$ cat config.mk
export PLATFORM = sky130hd
export DESIGN_NAME = writeback_unit
export DESIGN_NICKNAME = d
export VERILOG_FILES = /design/src/exe_pkg.sv /design/src/writeback_unit.sv
export VERILOG_INCLUDE_DIRS = /design/src
export SDC_FILE = /design/constraint.sdc
export NUM_CORES = 1
export LEC_CHECK = 0
export ABC_AREA = 1
export ABC_CLOCK_PERIOD_IN_PS = 2000
export BUFFER_PORTS_ARGS = -buffer_cell sky130_fd_sc_hd__buf_2
export CELL_PAD_IN_SITES_DETAIL_PLACEMENT = 1
export CELL_PAD_IN_SITES_GLOBAL_PLACEMENT = 1
export CORE_AREA = 2 2 192 194
export DETAILED_ROUTE_END_ITERATION = 12
export DIE_AREA = 0 0 194 196
export PLACE_DENSITY_LB_ADDON = 0.12
export SYNTH_ARGS = -nofsm -noshare
export SYNTH_HDL_FRONTEND = slang
export SYNTH_SLANG_ARGS = --single-unit
$ cat constraint.sdc
create_clock -name clk -period 2 [get_ports clk]
set_input_delay 0.4 -clock clk [delete_from_list [all_inputs] [get_ports clk]]
set_output_delay 0.4 -clock clk [all_outputs]
set_load 0.05 [all_outputs]
$ cat src/exe_defs.svh
// Execution cluster widths
`ifndef EXE_DEFS_SVH
`define EXE_DEFS_SVH

// datapath and register file
`define XLEN    64
`define NREG    32
`define REG_W   5

// operation tag
`define OPID_W  8

// ALU lanes, LANE_W must cover EWD-1
`define EWD     2
`define LANE_W  1

`endif

$ cat src/exe_pkg.sv
// Execution cluster types
`include "exe_defs.svh"

package exe_pkg;

    // R-type instruction layout
    typedef struct packed {
        logic [6:0]        funct7;
        logic [`REG_W-1:0] rs2;
        logic [`REG_W-1:0] rs1;
        logic [2:0]        funct3;
        logic [`REG_W-1:0] rd;
        logic [6:0]        opcode;
    } inst_r_t;

    // I-type instruction layout
    typedef struct packed {
        logic [11:0]       imm12;
        logic [`REG_W-1:0] rs1;
        logic [2:0]        funct3;
        logic [`REG_W-1:0] rd;
        logic [6:0]        opcode;
    } inst_i_t;

    typedef union packed {
        inst_r_t r;
        inst_i_t i;
    } inst_u;

    typedef enum logic [3:0] {
        alu_add, alu_sub, alu_sll, alu_slt, alu_sltu,
        alu_xor, alu_srl, alu_sra, alu_or, alu_and
    } alu_op_e;

    typedef struct packed {
        logic               valid;
        logic [`OPID_W-1:0] opid;
        inst_u              inst;
    } iss_bundle_t;

    typedef struct packed {
        logic               valid;
        logic [`OPID_W-1:0] opid;
        alu_op_e            op;
        logic [`REG_W-1:0]  rd;
        logic               illegal;
        logic [`XLEN-1:0]   op_a;
        logic [`XLEN-1:0]   op_b;
    } lane_req_t;

    typedef struct packed {
        logic               valid;
        logic [`OPID_W-1:0] opid;
        logic [`REG_W-1:0]  rd;
        logic               illegal;
        logic [`XLEN-1:0]   result;
    } com_bundle_t;

endpackage

$ cat src/writeback_unit.sv
// Lane result writeback and completion
`timescale 1ns/1ps
`include "exe_defs.svh"

module writeback_unit import exe_pkg::*; (
    input  logic                          clk,
    input  logic                          rst,
    input  com_bundle_t [`EWD-1:0]        lane_res,
    output logic [`EWD-1:0]               wr_en,
    output logic [`EWD-1:0][`REG_W-1:0]   wr_idx,
    output logic [`EWD-1:0][`XLEN-1:0]    wr_data,
    output com_bundle_t [`EWD-1:0]        com_out,
    output logic [31:0]                   done_count
);

    logic [`LANE_W:0] n_done;

    // register write lands on the same edge as com_out
    always_comb begin
        n_done = '0;
        for (int l = 0; l < `EWD; l++) begin
            wr_en[l]   = lane_res[l].valid && !lane_res[l].illegal && lane_res[l].rd != '0;
            wr_idx[l]  = lane_res[l].rd;
            wr_data[l] = lane_res[l].result;
            n_done     = n_done + (`LANE_W+1)'(lane_res[l].valid);
        end
    end

    always_ff @(posedge clk) begin
        com_out <= lane_res;
        if (rst) begin
            for (int l = 0; l < `EWD; l++) begin
                com_out[l].valid <= 1'b0;
            end
        end
    end

    always_ff @(posedge clk) begin
        if (rst) begin
            done_count <= '0;
        end else begin
            done_count <= done_count + 32'(n_done); // up to EWD per cycle
        end
    end

endmodule
==> results.cfg, run 1 <==
[outcome]
status = completed

[pwr]
power_density_nw_per_um2 = 1079
leakagePower_uw = 0.004310
ir_worst_vdd_mv = 0.5710

[yosys]
yosys-top-cells-area = dfxtp_1 64%, buf_4 17%, nand2_1 4.0%
ys_warn_count = 0
synthXorXnorAreaFrac = 0.002938
ys_ff_latch = 190
synth_compound_area_frac = 0.02854
synth_fa_ha_area_frac = 0.005456
synth-simple-area-share = 0.1331
yosysTopAreaCellShare = 0.6380
avgSynthCellArea_um2 = 10.65
ys_seq_area_frac = 0.6380
synth_top_family_by_area = buffers and inverters
yosys.area.top_type = dfxtp_1
synth_cell_types = 26
synth_edf_count = 0
muxShareOfSynthArea = 0
syn-num-nets = 722
synth_top_flop_cell = dfxtp_1
synthCells = 560
async_flop_share = 0
netlist_area_um2 = 5962

[worst_setup_path]
crit_chain = inv_1 > fa_1 > inv_2 > ha_2 > nand2_2 > nor2_4 > nand2_4 > nor2_4 > nand3_1 > nand2_1 > nor2_1
path_class = reg2reg
worstPathMaxFanout = 6
critPathBufInv = 2
worst_r2r_endpoint = done_count[20]
crit_family = simple AND/OR/NAND/NOR gates
slowest_delay_ps = 410
reg2reg_slack_ps = 150
start_kind = flip-flop
ff2ff_path_depth = 11
required_ps = 2350
crit_arrival_ps = 2200
path_common_cell = nor2_4
critPathSlowestCell = fa_1
worst_setup_path_end_kind = flip-flop
critical_path_depth = 11
reg2reg_from = done_count[0]

[floorplanning]
floorplan.initialDensity = 0.1652
dieWidth_um = 194
io_pins = 490
core_um2 = 36080
die_area_um2 = 38020
num_rows = 70
die_h_um = 196

[timing]
skew_ps = 9.703
finalHoldViolations = 0
slew_headroom = 0.7668
fmax_mhz = 539.8
grt_setup_unrepaired = false
post-route-min-period_ps = 1852
fin_crit_sh = 0.9262
tightest_slew_ps = 349.3
layout_setup_ws_ps = 147.6
drv_slew = 0
finalSetupViolations = 0

[cts]
h-tree-depth = 4
clockBufferDepth = 2
clock_sinks = 190
worstSkewPairLatency_ps = 440
path_clk_slew_ps = 80
cts_tree = yes
cts_buffers = 17
root_buffer = clkbuf_16

[min_path]
hold_path_depth = 1
hold_class = in2reg
holdPathEnd = com_out[75]
worstHoldStart = lane_res[75]

[layout]
fillerInstances = 4316
seqCellArea_um2 = 3807
postLayoutCellArea_um2 = 8581
finalNetCount = 1096
drive_gt1_frac = 0.5850
multi_input_area_um2 = 1016
area_delta_synth_final_pct = 43.92
fin_util = 0.2378

[routing]
drt-pass1-iter-count = 4
vias = 4911
routed_wirelength_um = 23630
vias_per_cell = 3.468
drcViolationCount = 0
drtIter0Drc = 88
wl_per_cell_um = 16.68
ant_nets = 0

[flow_run]
cap_violations = 0

[grt]
grt_overflow_total = 0
first_global_vias = 4964
antenna_found_initial = 4
grt_pass1_wl_um = 33110
grt_start_max_net_pins = 25
grt.total_usage = 0.1213

[placed_design]
place.gp.congestion = 0.7579
post_dp_cell_area_um2 = 7996
preCtsSetupSlack_ps = -112.4
io_buffer_count = 489
dp.final_hpwl_um = 19890
[registers in the layout, indices dropped and copies added (netlist names)]
name        flops
com_out       158
done_count     32
[layout by cell type, fill, tap and decap left out, types with 2 or more instances in the layout]
| cell | Yosys | routed |
|---|---|---|
| clkbuf_1 | 2 | 2 |
| o21ai_0 | 7 | 7 |
| nand3_1 | 17 | 17 |
| inv_1 | 25 | 24 |
| a21oi_1 | 22 | 22 |
| clkbuf_16 | 0 | 17 |
| nor2_1 | 57 | 57 |
| nor2_4 | 10 | 10 |
| nand2_1 | 63 | 63 |
| nand2_2 | 6 | 6 |
| buf_2 | 0 | 489 |
| buf_4 | 138 | 7 |
| dfxtp_1 | 190 | 189 |
| nor3_1 | 3 | 3 |
| inv_2 | 1 | 2 |
| nor2_2 | 4 | 4 |
| and2_1 | 2 | 2 |
| a211o_1 | 2 | 2 |
| inv_8 | 0 | 5 |
| nand2_4 | 2 | 2 |
| clkinv_2 | 0 | 2 |
| inv_6 | 0 | 4 |
[synth_stat cells (2+ instances only)]
| cell type | number |
|---|---|
| nand2_4 | 2 |
| nand2_2 | 6 |
| nor2_4 | 10 |
| a211o_1 | 2 |
| nand2_1 | 63 |
| and2_1 | 2 |
| nor2_2 | 4 |
| o21ai_0 | 7 |
| inv_1 | 25 |
| dfxtp_1 | 190 |
| clkbuf_1 | 2 |
| buf_4 | 138 |
| nand3_1 | 17 |
| nor2_1 | 57 |
| a21oi_1 | 22 |
| nor3_1 | 3 |
[power breakdown]
part	internal [uW]	leakage (uW)	switching, uW	total [uW]
logic	353	0.00244	1460	1810
registers	3960	0.00159	43.8	4000
clock network	1770	0.000282	1670	3440
[area by class of cell]
type | instances | share of cell area
inverters | 26 | 0.01137
diodes | 1 | 0.0002916
repair buffers | 496 | 0.2913
clock buffers | 19 | 0.05045
well taps | 468 | 0.06824
multi-input cells | 203 | 0.1184
flip-flops and latches | 190 | 0.4437
clock inverters | 13 | 0.01619
[layer usage]
| metal | up-vias | global-route usage | share of wire |
|---|---|---|---|
| met5 | - | 0 | 0.0011 |
| li1 | 2344 | - | - |
| met2 | 235 | 0.2142 | 0.52 |
| met1 | 2304 | 0.1188 | 0.35 |
| met3 | 24 | 0.06447 | 0.11 |
| met4 | 4 | 0.04966 | 0.022 |
[metrics by stage]
step	hold slack [ps]	TNS [ps]	power (uW)	instances
2_1_floorplan	427.7	0	5533	560
3_3_place_gp	496.5	-524.1	5933	1382
3_5_place_dp	504.1	-760.6	5933	1382
4_1_cts	3.104	0	9497	1414
5_1_grt	4.205	0	9663	1415
6_report	47.78	0	9260	1416
[how the worst max path moves through the flow]
| stage | startpoint | endpoint | slack (ps) |
|---|---|---|---|
| floorplan | lane_res[78] | done_count[24] | 30 |
| CTS | done_count[0] | done_count[20] | 110 |
| global route | done_count[0] | done_count[24] | 9 |
| global placement | lane_res[157] | done_count[24] | -90 |
| finish | done_count[0] | done_count[20] | 150 |
| detailed placement | lane_res[157] | done_count[20] | -110 |
[worst register-to-register path: stages, from the launching register on]
cell and delay [ps]:
dfxtp_4 340, inv_1 40, fa_1 410, inv_2 80, ha_2 180, nand2_2 70, nor2_4 160, nand2_4 110
nor2_4 160, nand3_1 100, nand2_1 70, nor2_1 40
[cells by family after synthesis]
family | count (synthesis)
simple gates | 167
fa+ha+maj | 2
buf+inv | 167
compound gates | 32
flops | 190
xor+xnor | 2
[repair_timing]
action                                  CTS  global route
endpoints found under the setup margin    0             5
hold buffers                              0             0
resized for setup                         0             2
setup buffers                             0             1
(Power assumes the default switching activity.)
==> run 2: changes to the inputs <==
--- a/config.mk
+++ b/config.mk
@@ -7,13 +7,11 @@
 export NUM_CORES = 1
 export LEC_CHECK = 0
 export ABC_AREA = 1
-export ABC_CLOCK_PERIOD_IN_PS = 2000
+export ABC_CLOCK_PERIOD_IN_PS = 2300
 export BUFFER_PORTS_ARGS = -buffer_cell sky130_fd_sc_hd__buf_2
-export CELL_PAD_IN_SITES_DETAIL_PLACEMENT = 1
-export CELL_PAD_IN_SITES_GLOBAL_PLACEMENT = 1
-export CORE_AREA = 2 2 192 194
+export CORE_AREA = 2 2 190 192
 export DETAILED_ROUTE_END_ITERATION = 12
-export DIE_AREA = 0 0 194 196
+export DIE_AREA = 0 0 192 194
 export PLACE_DENSITY_LB_ADDON = 0.12
 export SYNTH_ARGS = -nofsm -noshare
 export SYNTH_HDL_FRONTEND = slang
==> constraint.sdc (replaced) <==
create_clock -name clk -period 2.3 [get_ports clk]
set_input_delay 0.46 -clock clk [delete_from_list [all_inputs] [get_ports clk]]
set_output_delay 0.46 -clock clk [all_outputs]
set_load 0.05 [all_outputs]
==> run 2 against run 1 <==
  * Fmax down 5.1%
  * Routed wire length shrank 5.2%
  * Non-clock buffer count is 2 lower
  * Critical endpoint is now done_count[24]
  * Largest power group unchanged
==> results.cfg, run 2 (same netlist as run 1, synthesis figures left out) <==
[floorplanning]
die_area_um2 = 37250
core_um2 = 35220
io_pins = 490
dieWidth_um = 192
die_h_um = 194
floorplan.initialDensity = 0.1693
num_rows = 69

[outcome]
status = completed

[grt]
first_global_vias = 4762
grt_overflow_total = 0
grt.total_usage = 0.1189
antenna_found_initial = 1
grt_pass1_wl_um = 31440
grt_start_max_net_pins = 18

[timing]
grt_setup_unrepaired = false
tightest_slew_ps = 315.7
fin_setup_tns_ps = 0
skew_ps = 10.53
fin_crit_sh = 0.8490
hold_slack_ps = 106.9
finalHoldViolations = 0
slew_headroom = 0.7910
post-route-min-period_ps = 1953
fmax_mhz = 512.1
drv_slew = 0
layout_setup_ws_ps = 347.4
finalSetupViolations = 0

[cts]
holdBufCountCts = 0
cts_buffers = 17
clockBufferDepth = 2
path_clk_slew_ps = 80
cts_resized = 0
clock_sinks = 190
cts_tree = yes
root_buffer = clkbuf_16
worstSkewPairLatency_ps = 440
postCtsSetupBuffers = 0
h-tree-depth = 4

[layout]
postLayoutCellArea_um2 = 8568
finalNetCount = 1094
largestRegisters = com_out: 158 flops, done_count: 32 flops
seqCellArea_um2 = 3804
diodes = 0
largest_reg_flops = 158
area_delta_synth_final_pct = 43.71
multi_input_area_um2 = 1013
top_register = com_out
drive_gt1_frac = 0.5820
final_common_cell = buf_2
final_cell_mix = 489 x buf_2, 190 x dfxtp_1, 63 x nand2_1
fillerInstances = 3918

[worst_setup_path]
ff2ff_path_depth = 11
worst_setup_path_end_kind = flip-flop
worstPathMaxFanout = 6
reg2reg_from = done_count[0]
worstSetupEndpoint = done_count[24]
path_class = reg2reg
worst_r2r_endpoint = done_count[24]
crit_arrival_ps = 2300
required_ps = 2650
start_kind = flip-flop
worstSetupStartpoint = done_count[0]
reg2reg_slack_ps = 350

[routing]
wl_per_cell_um = 15.92
vias = 4780
drtIter0Drc = 141
drcViolationCount = 0
vias_per_cell = 3.400
drt-pass1-iter-count = 4
ant_nets = 0
routed_wirelength_um = 22390

[pwr]
seqPwrFrac = 0.429
p_int_uw = 5409
pwr-share-comb = 0.193
clockPowerShare = 0.377
ir_worst_vdd_mv = 0.5034
swShare = 0.3337
power_density_nw_per_um2 = 947.4
leakagePower_uw = 0.004313
switchingPower_uw = 2709

[placed_design]
place.gp.congestion = 0.7386
post_dp_cell_area_um2 = 7976
io_buffer_count = 489
dp.final_hpwl_um = 18600
preCtsSetupSlack_ps = 44.21

[min_path]
hold_class = in2reg

[flow_run]
cap_violations = 0
run 2: per-layer routing:
| metal | up-vias | global-route usage | routed length, um |
|---|---|---|---|
| li1 | 2346 | - | - |
| met1 | 2160 | 0.1326 | 8872 |
| met2 | 258 | 0.2027 | 11150 |
| met3 | 14 | 0.05213 | 2095 |
| met4 | 2 | 0.03647 | 254 |
| met5 | - | 0 | 13 |
run 2: through the flow:
step / util / power [uW] / cells
after floorplan: - / 4810 / 560
after global placement: 0.2264 / 5157 / 1374
after detailed placement: 0.2264 / 5151 / 1374
after CTS: 0.2433 / 8314 / 1406
after global routing: 0.2433 / 8473 / 1406
final: 0.2433 / 8118 / 1406
run 2: how the worst min path moves through the flow:
stage                        startpoint       endpoint  cells past startpoint
final                      lane_res[75]    com_out[75]                      1
after global routing       lane_res[75]    com_out[75]                      1
after CTS                  lane_res[75]    com_out[75]                      1
after detailed placement  done_count[5]  done_count[5]                      2
after global placement    done_count[5]  done_count[5]                      2
after floorplan             lane_res[0]     com_out[0]                      0
run 2: critical path, stage by stage, from the launching register on:
cell and delay (ps):
dfxtp_1 350, inv_1 60, fa_1 430, inv_1 110, ha_1 190, nand2_2 80
nor2_4 150, nand2_4 120, nor2_4 180, nand3_1 90, nand2_1 60, nor2_1 30
run 2: area by class of cell:
cell class / instances / area share
well taps: 461 / 0.06732
multi-input cells: 203 / 0.1183
flip-flops and latches: 190 / 0.4439
inverters: 26 / 0.01139
clock inverters: 13 / 0.01738
repair buffers: 494 / 0.2900
clock buffers: 19 / 0.05169
run 2: power groups by stage:
stage | Sequential, uW | Combinational, uW | Clock, uW
4_1_cts | 3480 | 1590 | 3240
5_1_grt | 3500 | 1630 | 3340
3_3_place_gp | 3560 | 1600 | 0
2_1_floorplan | 4110 | 696 | 0
3_5_place_dp | 3560 | 1590 | 0
6_report | 3480 | 1570 | 3060
==> run 3: changes to the inputs <==
--- a/config.mk
+++ b/config.mk
@@ -7,7 +7,7 @@
 export NUM_CORES = 1
 export LEC_CHECK = 0
 export ABC_AREA = 1
-export ABC_CLOCK_PERIOD_IN_PS = 2300
+export ABC_CLOCK_PERIOD_IN_PS = 1600
 export BUFFER_PORTS_ARGS = -buffer_cell sky130_fd_sc_hd__buf_2
 export CORE_AREA = 2 2 190 192
 export DETAILED_ROUTE_END_ITERATION = 12
==> constraint.sdc (replaced) <==
create_clock -name clk -period 1.6 [get_ports clk]
set_input_delay 0.32 -clock clk [delete_from_list [all_inputs] [get_ports clk]]
set_output_delay 0.32 -clock clk [all_outputs]
set_load 0.05 [all_outputs]
==> run 3 against run 2 <==
  * The flow now finishes with violations (negative setup slack)
  * Non-clock buffer count up 158
  * Power up 48%
  * Die area unchanged
  * Routed wire length up 5.4%
  * Clock power up 44%
  * Fmax up 10%
  * Final area up 20%
  * First-iteration DRC count down 25%
  * Clock skew down 2.9 ps
  * Core utilization up 4.8 points
  * Via count up 13%
  * Largest power group unchanged
==> results.cfg, run 3 (same netlist as run 1, synthesis figures left out) <==
[layout]
diodes = 0
final_common_cell = buf_2
fillerInstances = 3780
final_cell_mix = 477 x buf_2, 187 x dfxtp_1, 144 x dlygate4sd3_1
top_register = com_out
finalNetCount = 1252
fin_util = 0.2913
multi_input_area_um2 = 1097
area_delta_synth_final_pct = 72.09
drive_gt1_frac = 0.5290
largest_reg_flops = 158
largestRegisters = com_out: 158 flops, done_count: 32 flops
seqCellArea_um2 = 3810

[routing]
vias = 5421
drtIter0Drc = 106
drcViolationCount = 0
ant_nets = 0
routed_wirelength_um = 23590
wl_per_cell_um = 15.09
drt-pass1-iter-count = 4
vias_per_cell = 3.468

[worst_setup_path]
start_kind = flip-flop
path_common_cell = nor2_4
worstPathMaxFanout = 5
path_class = reg2reg
crit_chain = inv_2 > fa_2 > buf_4 > buf_6 > nor2_4 > nand2_4 > nor2_4 > nand2_1 > and3_1
crit_family = simple AND/OR/NAND/NOR gates
crit_arrival_ps = 2100
worst_setup_path_end_kind = flip-flop
required_ps = 1930
critPathBufInv = 3
slowest_delay_ps = 360
critPathSlowestCell = fa_2

[cts]
cts_tree = yes
clockBufferDepth = 2
clock_sinks = 190
path_clk_slew_ps = 70
worstSkewPairLatency_ps = 430
cts_buffers = 17
h-tree-depth = 4
root_buffer = clkbuf_16

[placed_design]
dp.final_hpwl_um = 18460
place.gp.congestion = 0.7512
preCtsSetupSlack_ps = -385.7
io_buffer_count = 489

[grt]
antenna_found_initial = 0
grt_overflow_total = 0
first_global_vias = 5703
grt_start_max_net_pins = 25
grt.total_usage = 0.1247
grt_pass1_wl_um = 34110

[timing]
tightest_slew_ps = 360.7
slew_headroom = 0.7612
drv_slew = 0
fin_crit_sh = 1.106
post-route-min-period_ps = 1769
finalSetupViolations = 27
fmax_mhz = 565.3
grt_setup_unrepaired = true
finalHoldViolations = 0
skew_ps = 7.656
layout_setup_ws_ps = -169.1

[floorplanning]
die_area_um2 = 37250
core_um2 = 35220
die_h_um = 194
floorplan.initialDensity = 0.1693
dieWidth_um = 192
num_rows = 69
io_pins = 490

[pwr]
leakagePower_uw = 0.005012
ir_worst_vdd_mv = 0.9484
power_density_nw_per_um2 = 1170

[min_path]
hold_class = in2reg

[flow_run]
cap_violations = 0

[outcome]
violations = negative setup slack
status = finished with violations
==> run 3: cell count changes in the layout (fill, tap and decap cells not counted), moves of 3 or more <==
| cell | previous run | this run |
|---|---|---|
| clkinv_4 | 0 | 4 |
| clkbuf_4 | 0 | 9 |
| nand3_2 | 0 | 11 |
| buf_4 | 5 | 19 |
| inv_6 | 5 | 1 |
| dfxtp_1 | 190 | 187 |
| buf_2 | 489 | 477 |
| nand3_1 | 17 | 6 |
| dlygate4sd3_1 | 0 | 144 |
==> run 3: layout make-up <==
class                   instances  share of cell area
multi-input cells             203              0.1070
inverters                      26            0.009512
clock buffers                  18             0.04281
flip-flops and latches        190              0.3713
well taps                     461             0.05622
clock inverters                13             0.01537
repair buffers                652              0.3978
==> run 3: path summary, 6_finish.rpt <==
path / slack (ps) / from / cells past startpoint / to
min reg2reg: 520 / done_count[5] / 2 / done_count[5]
min: 40 / lane_res[138] / 1 / com_out[138]
max: -170 / done_count[0] / 9 / done_count[9]
max reg2reg: -170 / done_count[0] / 9 / done_count[9]
==> run 3: per-stage QoR <==
stage	total power [uW]	hold slack (ps)	setup TNS (ps)	instance area (um2)	cells
2_1_floorplan	6928	347.7	-2601	5986	560
3_3_place_gp	7442	421.8	-7291	8073	1382
3_5_place_dp	7433	423.7	-7865	8073	1382
4_1_cts	12240	0.3158	-2461	10150	1558
5_1_grt	12510	3.123	-6417	10260	1563
6_report	12010	36.63	-3107	10260	1563
==> run 3: repair_timing <==
action	in CTS	in global routing
endpoints found under the hold margin	143	1
hold buffers	143	1
pin swaps	10	9
setup endpoints to repair	27	35
resized for setup	8	22
buffers inserted	2	4
cloned	0	0
==> run 3: power breakdown <==
| part | leakage, uW | switching, uW | total, uW | internal, uW |
|---|---|---|---|---|
| Clock | 0.000288 | 2020 | 4400 | 2380 |
| Sequential | 0.00159 | 57.5 | 5010 | 4950 |
| Combinational | 0.00313 | 1890 | 2600 | 711 |
==> run 3: worst reg2reg max path, cell delays in order, from the launching register on <==
cell and delay (ps):
dfxtp_4 350, inv_2 30, fa_2 370, buf_4 150
buf_6 110, nor2_4 140, nand2_4 130, nor2_4 180
nand2_1 60, and3_1 160
==> run 3: layer usage <==
layer  wire length, um  track usage  up-vias
li1                  -            -     2661
met1              8801       0.1264     2476
met2             12050       0.2257      264
met3              2121      0.04887       20
met4               611      0.05202        0
met5                 0            0        -
