`src/exe_defs.svh`:
```
// Execution cluster widths
`ifndef EXE_DEFS_SVH
`define EXE_DEFS_SVH

// datapath and register file
`define XLEN    64
`define NREG    32
`define REG_W   5

// operation tag
`define OPID_W  8

// ALU lanes, LANE_W must cover EWD-1
`define EWD     2
`define LANE_W  1

`endif

```
`src/exe_pkg.sv`:
```
// Execution cluster types
`include "exe_defs.svh"

package exe_pkg;

    // R-type instruction layout
    typedef struct packed {
        logic [6:0]        funct7;
        logic [`REG_W-1:0] rs2;
        logic [`REG_W-1:0] rs1;
        logic [2:0]        funct3;
        logic [`REG_W-1:0] rd;
        logic [6:0]        opcode;
    } inst_r_t;

    // I-type instruction layout
    typedef struct packed {
        logic [11:0]       imm12;
        logic [`REG_W-1:0] rs1;
        logic [2:0]        funct3;
        logic [`REG_W-1:0] rd;
        logic [6:0]        opcode;
    } inst_i_t;

    typedef union packed {
        inst_r_t r;
        inst_i_t i;
    } inst_u;

    typedef enum logic [3:0] {
        alu_add, alu_sub, alu_sll, alu_slt, alu_sltu,
        alu_xor, alu_srl, alu_sra, alu_or, alu_and
    } alu_op_e;

    typedef struct packed {
        logic               valid;
        logic [`OPID_W-1:0] opid;
        inst_u              inst;
    } iss_bundle_t;

    typedef struct packed {
        logic               valid;
        logic [`OPID_W-1:0] opid;
        alu_op_e            op;
        logic [`REG_W-1:0]  rd;
        logic               illegal;
        logic [`XLEN-1:0]   op_a;
        logic [`XLEN-1:0]   op_b;
    } lane_req_t;

    typedef struct packed {
        logic               valid;
        logic [`OPID_W-1:0] opid;
        logic [`REG_W-1:0]  rd;
        logic               illegal;
        logic [`XLEN-1:0]   result;
    } com_bundle_t;

endpackage

```
`src/issue_unit.sv`:
```
// Decode, hazard check and lane dispatch
`timescale 1ns/1ps
`include "exe_defs.svh"

module issue_unit import exe_pkg::*; (
    input  logic                     clk,
    input  logic                     rst,
    input  iss_bundle_t              iss_in,
    output logic                     iss_ready,
    output logic [`REG_W-1:0]        rd_idx_a,
    output logic [`REG_W-1:0]        rd_idx_b,
    input  logic [`XLEN-1:0]         rd_data_a,
    input  logic [`XLEN-1:0]         rd_data_b,
    input  logic [`NREG-1:0]         busy,
    output logic                     busy_set,
    output logic [`REG_W-1:0]        busy_idx,
    output lane_req_t [`EWD-1:0]     lane_req
);

    localparam logic [6:0] opc_op  = 7'b0110011;
    localparam logic [6:0] opc_imm = 7'b0010011;

    logic              is_r, is_i, legal, alt;
    logic              hazard, accept;
    logic [2:0]        funct3;
    logic [`REG_W-1:0] rd;
    logic [`XLEN-1:0]  imm;
    alu_op_e           op;
    logic [`LANE_W-1:0] rr_ptr;

    always_comb begin
        is_r   = iss_in.inst.r.opcode == opc_op;
        is_i   = iss_in.inst.i.opcode == opc_imm;
        funct3 = iss_in.inst.r.funct3; // same bits in both formats
        rd     = iss_in.inst.r.rd;
        imm    = {{(`XLEN-12){iss_in.inst.i.imm12[11]}}, iss_in.inst.i.imm12};
        alt    = 1'b0;
        legal  = 1'b0;
        if (is_r) begin
            alt   = iss_in.inst.r.funct7[5];
            legal = iss_in.inst.r.funct7 == 7'b0000000 ||
                    (iss_in.inst.r.funct7 == 7'b0100000 &&
                     (funct3 == 3'b000 || funct3 == 3'b101));
        end else if (is_i) begin
            if (funct3 == 3'b001) begin
                legal = iss_in.inst.i.imm12[11:6] == 6'b000000; // slli
            end else if (funct3 == 3'b101) begin
                alt   = iss_in.inst.i.imm12[10];                // srai
                legal = iss_in.inst.i.imm12[11:6] == 6'b000000 ||
                        iss_in.inst.i.imm12[11:6] == 6'b010000;
            end else begin
                legal = 1'b1;
            end
        end
        case (funct3)
            3'b000:  op = alt ? alu_sub : alu_add;
            3'b001:  op = alu_sll;
            3'b010:  op = alu_slt;
            3'b011:  op = alu_sltu;
            3'b100:  op = alu_xor;
            3'b101:  op = alt ? alu_sra : alu_srl;
            3'b110:  op = alu_or;
            default: op = alu_and;
        endcase
    end

    // operand reads and scoreboard
    always_comb begin
        rd_idx_a  = iss_in.inst.i.rs1;
        rd_idx_b  = iss_in.inst.r.rs2;
        hazard    = legal && (busy[rd_idx_a] || (is_r && busy[rd_idx_b]) ||
                              (rd != '0 && busy[rd]));
        iss_ready = !hazard;
        accept    = iss_in.valid && iss_ready;
        busy_set  = accept && legal && rd != '0;
        busy_idx  = rd;
    end

    always_ff @(posedge clk) begin
        for (int l = 0; l < `EWD; l++) begin
            lane_req[l].valid   <= accept && rr_ptr == `LANE_W'(l);
            lane_req[l].opid    <= iss_in.opid;
            lane_req[l].op      <= op;
            lane_req[l].rd      <= rd;
            lane_req[l].illegal <= !legal;
            lane_req[l].op_a    <= rd_data_a;
            lane_req[l].op_b    <= is_r ? rd_data_b : imm;
        end
        if (rst) begin
            for (int l = 0; l < `EWD; l++) begin
                lane_req[l].valid <= 1'b0;
            end
        end
    end

    always_ff @(posedge clk) begin
        if (rst) begin
            rr_ptr <= '0;
        end else if (accept) begin
            rr_ptr <= (rr_ptr == `LANE_W'(`EWD-1)) ? '0 : rr_ptr + 1'b1; // wrap at last lane
        end
    end

endmodule

```
`config.mk`:
```
export PLATFORM = sky130hd
export DESIGN_NAME = issue_unit
export DESIGN_NICKNAME = d
export VERILOG_FILES = /design/src/exe_pkg.sv /design/src/issue_unit.sv
export VERILOG_INCLUDE_DIRS = /design/src
export SDC_FILE = /design/constraint.sdc
export NUM_CORES = 1
export LEC_CHECK = 0
export BUFFER_PORTS_ARGS = -buffer_cell sky130_fd_sc_hd__clkbuf_2
export CAP_MARGIN = 15
export CORE_AREA = 8 8 193 195
export DETAILED_ROUTE_END_ITERATION = 8
export DIE_AREA = 0 0 201 203
export GPL_ROUTABILITY_DRIVEN = 0
export PLACE_DENSITY = 0.55
export SLEW_MARGIN = 40
export SYNTH_ARGS = -nofsm -noshare
export SYNTH_HDL_FRONTEND = slang
export SYNTH_SLANG_ARGS = --single-unit
```
`constraint.sdc`:
```
create_clock -name clk -period 6.9 [get_ports clk]
set_clock_uncertainty 0.2 [all_clocks]
set_input_delay 1.38 -clock clk [delete_from_list [all_inputs] [get_ports clk]]
set_output_delay 1.38 -clock clk [all_outputs]
set_load 0.05 [all_outputs]
```
==> results of run 1 <==
## worst max-delay path, stage by stage
cell,delay (ns)
clkbuf_2,0.33
mux4_2,0.55
o2111ai_1,0.18
and4_2,0.28
nand2_1,0.09
nor4_1,0.28
clkbuf_2,0.34
## cells in the mapped netlist, types with 2 or more instances
master     instances
a22oi_1            2
mux2_2            12
nor3b_1            4
nand2b_1           4
nand2_1           10
nand3_1            4
o211ai_1           4
buf_6              2
or2b_1             2
nor3_1             6
nor2_1            14
nand4bb_1          2
buf_4            163
a21o_1            53
mux2i_1           30
dfxtp_1          149
inv_1              9
buf_1              3
mux4_2            10
a21oi_1            4
clkbuf_1          11
buf_2              3
nor2b_1            4
o21ai_0            6
nor4_1             3
## how the worst min path moves through the flow
stage	start	endpoint	cells after the start
floorplan	rr_ptr	lane_req[146]	2
global placement	rr_ptr	lane_req[146]	2
detailed placement	rr_ptr	lane_req[146]	2
CTS	rr_ptr	lane_req[146]	2
global route	rr_ptr	lane_req[146]	2
finish	rr_ptr	lane_req[146]	2
## cells by family (layout without fill, tap and decap cells)
logic type	after synthesis	count (layout)
simple gates	66	66
buf+inv	193	556
compound gates	82	82
flops	149	149
mux	52	52
## layer usage
layer | vias up | wire length, µm | share of wire (%)
li1 | 2377 | - | -
met3 | 24 | 2540 | 9.0
met2 | 309 | 15000 | 53
met5 | - | 0 | 0
met4 | 0 | 529 | 1.9
met1 | 2450 | 10200 | 36
## cell type report
type / instances / area, µm²
Fill cell: 3742 / 25600
Multi-Input combinational cell: 200 / 1680
Tap cell: 455 / 569
Timing Repair Buffer: 515 / 2590
Clock inverter: 14 / 211
Inverter: 9 / 33.8
Sequential cell: 149 / 2980
Clock buffer: 18 / 429
## where the power goes
group	internal [mW]	leakage [nW]	switching, mW
clock network	0.590	0.313	0.428
registers	0.910	1.26	0.0341
logic	0.146	3.03	0.475
total	1.65	4.60	0.937
## per-stage QoR
stage	hold slack, ns	cell area, µm²
2_1_floorplan	0.270	6020
3_3_place_gp	0.284	7840
3_5_place_dp	0.296	7840
4_1_cts	0.323	8480
5_1_grt	0.357	8490
6_report	0.312	8490
## flip-flops by register name (all words and copies together) (netlist names)
| name | cells |
|---|---|
| lane_req | 148 |
| rr_ptr | 1 |
==> results.json, run 1 <==
{
  "timing.rr.end": "rr_ptr",
  "yosys.area_share.simple_pct": 6.48,
  "place_ws_ns": 1.89,
  "rsz0062_at_grt": "no",
  "cp_data_required_time_ns": 5.32,
  "start_kind": "input port",
  "max-slew-margin-rel_pct": 58.5,
  "synth_mux_area_share_pct": 11.0,
  "cts_resized": 0,
  "wirelength_um": 28200,
  "critPathKind": "in2out",
  "cts_max_path_buffers": 2,
  "run_status": "completed",
  "crit_end": "busy_set",
  "grt_pass1_vias": 5763,
  "worstSkewPairLatency_ns": 0.44,
  "io_buffers": 513,
  "power.total_mw": 2.58,
  "vias": 5160,
  "final_common_cell": "clkbuf_2",
  "critical_path.max_fanout": 15,
  "finalCritPeriodShare_pct": 72.7,
  "static-leakage-power_nw": 4.60,
  "final_util_pct": 24.9,
  "synth.distinct_cells": 53,
  "cap_violations": 0,
  "wl_per_cell_um": 20.8,
  "drt_iter0_drc": 255,
  "syn_avg_cell_area_um2": 11.1,
  "initial_utilization_pct": 17.7,
  "grt_pass1_wl_um": 39800,
  "hold_path_class": "reg2reg",
  "synthFlopType": "dfxtp_1",
  "reg2regPathDepth": 2,
  "final-max-slew-violation-count": 0,
  "cts_buffers": 17,
  "timing.rr.start": "rr_ptr",
  "antenna_found_initial": 1,
  "grt_max_degree": 66,
  "grtUsageMet3_pct": 5.59,
  "hold_violations": 0,
  "yosysSeqAreaShare_pct": 49.5,
  "drc": 0,
  "ant_nets": 0,
  "core_area_um2": 34100,
  "arrival_ns": 3.44,
  "synth_xor_area_share_pct": 0,
  "synth_top_area_cell": "dfxtp_1",
  "placed_cells_incl_taps": 1328,
  "synth_edf_count": 0,
  "synthCells": 542,
  "cts_tree": "built",
  "drive_gt1_share_pct": 64.0,
  "root_buffer": "clkbuf_16",
  "async_flop_share_pct": 0,
  "met2_usage_pct": 24.1,
  "setup_ws_ns": 1.88,
  "synth_compound_area_share_pct": 10.2,
  "clk_pin_slew_ns": 0.08,
  "num_rows": 68,
  "cts_setup_buffers": 0,
  "ios": 514,
  "area_delta_synth_final_pct": 41.0,
  "htreeDepth": 4,
  "max_freq_mhz": 199,
  "ys_warn_count": 0,
  "nets": 1095,
  "finalSetupTns_ns": 0,
  "reg2reg_slack_ns": 5.90,
  "die_h_um": 203,
  "period_needed_ns": 5.02,
  "synth_adder_area_share_pct": 0,
  "cellPowerDensity_nw_per_um2": 304,
  "ys_ff_latch": 149,
  "stdcell_count": 1360,
  "grt_overflow": 0,
  "clock-sinks": 149,
  "synth_nets": 745,
  "vias_per_cell": 3.79,
  "layout_common_cells": "clkbuf_2, dfxtp_1, a21o_1",
  "fp.dieArea_um2": 40800,
  "synth_area_um2": 6020,
  "setup_viol": 0,
  "ys_top_cells_by_area": "dfxtp_1, buf_4, a21o_1",
  "cp-startpoint": "iss_in[7]",
  "grt-busiest-layer": "met2",
  "track_usage_pct": 13.2,
  "synth_top_family_by_area": "buffers and inverters",
  "synth_top_area_share_pct": 49.5,
  "dr.pass1.iters": 4,
  "place_hpwl_um": 24300,
  "endpoint_kind": "output port",
  "die_width_um": 201,
  "grt_use_met1_pct": 13.3,
  "num_antenna_cells": 0,
  "vdd_drop_max_uv": 166,
  "ctsHoldBuffers": 0,
  "worstMarginPinSlew_ns": 0.622
}
(Power assumes the default switching activity.)
==> inputs of run 2 (changes only) <==
--- a/config.mk
+++ b/config.mk
@@ -6,13 +6,14 @@
 export SDC_FILE = /design/constraint.sdc
 export NUM_CORES = 1
 export LEC_CHECK = 0
+export ABC_AREA = 1
 export BUFFER_PORTS_ARGS = -buffer_cell sky130_fd_sc_hd__clkbuf_2
 export CAP_MARGIN = 15
 export CORE_AREA = 8 8 193 195
 export DETAILED_ROUTE_END_ITERATION = 8
 export DIE_AREA = 0 0 201 203
 export GPL_ROUTABILITY_DRIVEN = 0
-export PLACE_DENSITY = 0.55
+export PLACE_DENSITY = 0.57
 export SLEW_MARGIN = 40
 export SYNTH_ARGS = -nofsm -noshare
 export SYNTH_HDL_FRONTEND = slang
==> constraint.sdc (replaced) <==
create_clock -name clk -period 4.4 [get_ports clk]
set_clock_uncertainty 0.2 [all_clocks]
set_input_delay 0.88 -clock clk [delete_from_list [all_inputs] [get_ports clk]]
set_output_delay 0.88 -clock clk [all_outputs]
set_load 0.05 [all_outputs]
==> run 2 against run 1 <==
Worst setup slack worse by 1.1 ns. Design area up 0.57%. Sequential share of layout area down 0.20 points. Wire length up 4.7%. Non-clock buffer count up 1. Clock-buffer cell count down 1. Combinational power up 58%. Die area unchanged. Power up 51%. Worst hold slack better by 0.032 ns. Largest cell class unchanged.
==> results.json, run 2 <==
{
  "nets": 1290,
  "postPlaceCellArea_um2": 7930,
  "die_h_um": 203,
  "finalCritPeriodShare_pct": 82.5,
  "regMostFlops": "lane_req",
  "reg2regPathDepth": 4,
  "final_util_pct": 25.0,
  "layout_common_cells": "clkbuf_2, nand2_1, dfxtp_1",
  "p_comb_share_pct": 25.1,
  "synth_edf_count": 0,
  "die_width_um": 201,
  "cts_setup_buffers": 0,
  "place_ws_ns": 0.760,
  "seqPwrFrac_pct": 37.8,
  "final_common_cell": "clkbuf_2",
  "root_buffer": "clkbuf_16",
  "core_area_um2": 34100,
  "sw_frac_of_total_pct": 38.7,
  "io_buffers": 513,
  "synthFlopType": "dfxtp_1",
  "drt_iter0_drc": 416,
  "cts_resized": 0,
  "clk_pin_slew_ns": 0.07,
  "drive_gt1_share_pct": 52.3,
  "clock-sinks": 149,
  "final-max-slew-violation-count": 0,
  "grt_pass1_wl_um": 42000,
  "track_usage_pct": 13.8,
  "vdd_drop_max_uv": 255,
  "period_needed_ns": 3.63,
  "holdPathStages": 1,
  "arrival_ns": 2.55,
  "hold_violations": 0,
  "placed_cells_incl_taps": 1522,
  "rsz0062_at_grt": "no",
  "cellPowerDensity_nw_per_um2": 458,
  "reg_top3": "lane_req (148), rr_ptr (1)",
  "reg2reg_slack_ns": 3.44,
  "grt_overflow": 0,
  "grt_max_degree": 71,
  "endpoint_kind": "output port",
  "critPathKind": "in2out",
  "ys_top_cells_by_count": "nand2_1, buf_4, dfxtp_1",
  "yosysSeqAreaShare_pct": 48.5,
  "grt_pass1_vias": 6248,
  "synth_nets": 940,
  "setup_viol": 0,
  "synth_top_area_share_pct": 48.5,
  "setup_ws_ns": 0.771,
  "fp.dieArea_um2": 40800,
  "fillerInstances": 3762,
  "run_status": "completed",
  "p_int_mw": 2.40,
  "timing.rr.start": "rr_ptr",
  "critical_path.max_fanout": 18,
  "power.total_mw": 3.91,
  "async_flop_share_pct": 0,
  "antenna_found_initial": 4,
  "stdcell_area_um2": 8540,
  "ant_nets": 0,
  "initial_utilization_pct": 18.0,
  "hold_path_class": "in2reg",
  "cts_max_path_buffers": 2,
  "worstHoldStart": "rd_data_a[45]",
  "worstMarginPinSlew_ns": 0.448,
  "largest_reg_flops": 148,
  "power.switching_mw": 1.52,
  "worstSkewPairLatency_ns": 0.44,
  "cts_buffers": 17,
  "vias_per_cell": 3.82,
  "drc": 0,
  "whs_endpoint": "lane_req[256]",
  "synth_top_area_cell": "dfxtp_1",
  "stdcell_count": 1555,
  "pwr-share-clk_pct": 37.1,
  "wirelength_um": 29600,
  "synth.most_common_cell": "nand2_1",
  "max-slew-margin-rel_pct": 70.1,
  "synth.distinct_cells": 28,
  "ys_ff_latch": 149,
  "cap_violations": 0,
  "synthCells": 737,
  "syn_avg_cell_area_um2": 8.34,
  "num_rows": 68,
  "dr.pass1.iters": 5,
  "static-leakage-power_nw": 4.68,
  "finalSetupTns_ns": 0,
  "timing.rr.end": "lane_req[293]",
  "ctsHoldBuffers": 0,
  "cp_data_required_time_ns": 3.32,
  "ios": 514,
  "ys_warn_count": 0,
  "num_antenna_cells": 0,
  "wl_per_cell_um": 19.0,
  "max_freq_mhz": 276,
  "fin_hold_ws_ns": 0.343,
  "synth_area_um2": 6150,
  "start_kind": "input port",
  "place_hpwl_um": 25800,
  "ys_top_cells_by_area": "dfxtp_1, buf_4, nand2_1",
  "vias": 5937,
  "area_delta_synth_final_pct": 38.9,
  "cts_tree": "built",
  "htreeDepth": 4
}
run 2: cell types whose count changed in the layout (fill, tap and decap cells not counted), sizes merged, moves of 5 or more:
cell    before  now
nor3b        5    0
nand2b       5    0
mux2        12    0
mux4        10    0
nand3        4   88
a21o        53    0
nand2       10  252
inv         17   39
mux2i       30    0
run 2: power by group through the flow:
stage          Clock (mW)  Combinational, mW  Sequential (mW)
2_1_floorplan           0              0.529             1.76
3_3_place_gp            0              0.991             1.51
3_5_place_dp            0              0.993             1.51
4_1_cts              1.50              0.994             1.48
5_1_grt              1.56               1.03             1.48
6_report             1.45              0.983             1.48
run 2: worst max-delay path, stage by stage:
cell	delay [ns]
clkbuf_2	0.36
inv_8	0.11
nand2_1	0.09
nand3_1	0.07
nand3_1	0.10
nand2_1	0.06
nand2_1	0.06
nand3_1	0.09
nand3_2	0.12
nand3_4	0.08
nand2_4	0.09
nand2_4	0.06
nor2_2	0.08
clkbuf_2	0.28
run 2: area by class of cell:
type | instances | area [µm²] | share of cell area (%)
flip-flops and latches | 149 | 2980 | 34.9
repair buffers | 516 | 2620 | 30.6
multi-input cells | 372 | 1650 | 19.3
well taps | 455 | 569 | 6.67
clock buffers | 17 | 425 | 4.98
clock inverters | 15 | 164 | 1.92
inverters | 31 | 134 | 1.57
run 2: cell families after synthesis:
group,Yosys count,synth area share [%]
AO/OA/AOI/OAI,12,1.02
buffers and inverters,216,24.7
flip-flops,149,48.5
AND/OR/NAND/NOR,360,25.7
run 2: worst max-delay path by stage:
| stage | start | to | slack [ns] | depth (start not counted) |
|---|---|---|---|---|
| final | iss_in[20] | busy_set | 0.77 | 14 |
| after global routing | iss_in[20] | busy_set | 0.58 | 14 |
| after CTS | iss_in[20] | busy_set | 0.76 | 14 |
| after detailed placement | iss_in[20] | busy_set | 0.76 | 14 |
| after global placement | iss_in[7] | busy_set | 0.81 | 14 |
| after floorplan | iss_in[7] | busy_set | 0.97 | 13 |
run 2: metal layers:
| metal | GRT usage [%] | share of wire [%] |
|---|---|---|
| met5 | 0 | 0.085 |
| met4 | 4.94 | 2.3 |
| met1 | 13.8 | 35 |
| met2 | 24.7 | 51 |
| met3 | 6.81 | 11 |
==> inputs of run 3 (changes only) <==
--- a/config.mk
+++ b/config.mk
@@ -6,14 +6,14 @@
 export SDC_FILE = /design/constraint.sdc
 export NUM_CORES = 1
 export LEC_CHECK = 0
-export ABC_AREA = 1
+export ABC_AREA = 0
 export BUFFER_PORTS_ARGS = -buffer_cell sky130_fd_sc_hd__clkbuf_2
 export CAP_MARGIN = 15
-export CORE_AREA = 8 8 193 195
+export CORE_AREA = 8 8 194 196
 export DETAILED_ROUTE_END_ITERATION = 8
-export DIE_AREA = 0 0 201 203
+export DIE_AREA = 0 0 202 204
 export GPL_ROUTABILITY_DRIVEN = 0
-export PLACE_DENSITY = 0.57
+export PLACE_DENSITY = 0.55
 export SLEW_MARGIN = 40
 export SYNTH_ARGS = -nofsm -noshare
 export SYNTH_HDL_FRONTEND = slang
==> constraint.sdc (replaced) <==
create_clock -name clk -period 3.8 [get_ports clk]
set_clock_uncertainty 0.2 [all_clocks]
set_input_delay 0.76 -clock clk [delete_from_list [all_inputs] [get_ports clk]]
set_output_delay 0.76 -clock clk [all_outputs]
set_load 0.05 [all_outputs]
==> run 3 against run 2 <==
Worst setup slack got worse by 0.57 ns. Register-to-register slack lost 0.62 ns. Critical endpoint unchanged. Critical path type unchanged. Via count decreased by 12%. Wire length decreased by 5.1%. First-iteration DRC count is 47% lower. Sequential share of layout area barely moved.
==> results.json, run 3 (synthesis gave the netlist of run 1 again) <==
{
  "endpoint_kind": "output port",
  "max-slew-margin-rel_pct": 61.0,
  "power.total_mw": 4.56,
  "initial_utilization_pct": 17.3,
  "fin_hold_ws_ns": 0.221,
  "wl_per_cell_um": 20.4,
  "reg2reg_slack_ns": 2.82,
  "place_hpwl_um": 24400,
  "top_layer_used": "met5",
  "max_freq_mhz": 278,
  "fillerInstances": 3797,
  "timing.rr.start": "rr_ptr",
  "hold_path_class": "in2reg",
  "grt_overflow": 0,
  "holdPathStages": 1,
  "critPathKind": "in2out",
  "route.met3.wl_um": 2380,
  "placed_cells_incl_taps": 1336,
  "reg2regPathDepth": 2,
  "fp.dieArea_um2": 41200,
  "ctsHoldBuffers": 0,
  "regMostFlops": "lane_req",
  "num_rows": 69,
  "timing.rr.end": "rr_ptr",
  "met1_length_um": 10000,
  "drt_iter0_drc": 222,
  "grt_pass1_wl_um": 38800,
  "start_kind": "input port",
  "cts_tree": "built",
  "ant_nets": 0,
  "final-max-slew-violation-count": 0,
  "multi_input_area_um2": 1680,
  "area_delta_synth_final_pct": 41.9,
  "dr.pass1.iters": 4,
  "dr_wl_met2_um": 14600,
  "stdcell_area_um2": 8550,
  "static-leakage-power_nw": 4.61,
  "nets": 1098,
  "antenna_found_initial": 9,
  "track_usage_pct": 12.9,
  "wirelength_um": 28100,
  "finalCritPeriodShare_pct": 94.8,
  "core_area_um2": 34800,
  "stdcell_count": 1374,
  "cap_violations": 0,
  "worstHoldStart": "rd_data_a[3]",
  "layout_common_cells": "clkbuf_2, dfxtp_1, a21o_1",
  "vias": 5227,
  "final_common_cell": "clkbuf_2",
  "htreeDepth": 4,
  "postPlaceCellArea_um2": 7900,
  "clk_pin_slew_ns": 0.07,
  "place_ws_ns": 0.139,
  "worstSkewPairLatency_ns": 0.43,
  "cts_setup_buffers": 0,
  "vias_per_cell": 3.80,
  "die_h_um": 204,
  "final_util_pct": 24.6,
  "cp-startpoint": "iss_in[7]",
  "setup_ws_ns": 0.198,
  "hold_violations": 0,
  "ios": 514,
  "reg_top3": "lane_req (148), rr_ptr (1)",
  "largest_reg_flops": 148,
  "run_status": "completed",
  "drc": 0,
  "grt_max_degree": 65,
  "cp_data_required_time_ns": 2.84,
  "io_buffers": 513,
  "whs_endpoint": "lane_req[214]",
  "cellPowerDensity_nw_per_um2": 533,
  "clock-sinks": 149,
  "finalSetupTns_ns": 0,
  "cts_max_path_buffers": 2,
  "setup_viol": 0,
  "rsz0062_at_grt": "no",
  "critical_path.max_fanout": 9,
  "worstMarginPinSlew_ns": 0.581,
  "arrival_ns": 2.64,
  "drive_gt1_share_pct": 64.3,
  "vdd_drop_max_uv": 285,
  "die_width_um": 202,
  "grt_pass1_vias": 5706,
  "cts_buffers": 17,
  "period_needed_ns": 3.60,
  "root_buffer": "clkbuf_16",
  "seq_area_um2": 2980
}
-- run 3: area by class of cell --
type	instances	area share [%]
Multi-Input combinational cell	200	19.7
Timing Repair Buffer	518	31.0
Clock inverter	15	2.18
Clock buffer	17	4.98
Antenna cell	5	0.146
Tap cell	461	6.75
Inverter	9	0.395
Sequential cell	149	34.9
-- run 3: worst max-delay path by stage --
stage / slack, ns / to
3_3_place_gp: 0.14 / busy_set
4_1_cts: 0.14 / busy_set
2_1_floorplan: 0.01 / busy_set
5_1_grt: 0.04 / busy_set
3_5_place_dp: 0.14 / busy_set
6_report: 0.20 / busy_set
-- run 3: what timing repair did --
item / 4_1_cts / 5_1_grt
resized for setup: 0 / 2
setup endpoints to repair: 0 / 1
endpoints found under the hold margin: 0 / 0
-- run 3: metal layers --
metal  vias to the layer above  GRT usage (%)
li1                       2390              -
met1                      2479           12.9
met2                       318           22.8
met3                        36           5.39
met4                         4           6.42
met5                         -              0
-- run 3: power by group --
group	switching [mW]	leakage (nW)	internal, mW
Combinational	0.864	3.06	0.268
Sequential	0.0620	1.26	1.65
Clock	0.769	0.293	0.944
Total	1.69	4.61	2.86
-- run 3: worst max-delay path, stage by stage --
cell and delay [ns]:
clkbuf_2 0.26, mux4_2 0.54, o2111ai_1 0.18, and4_2 0.27, nand2_1 0.10, nor4_2 0.34
buf_12 0.19
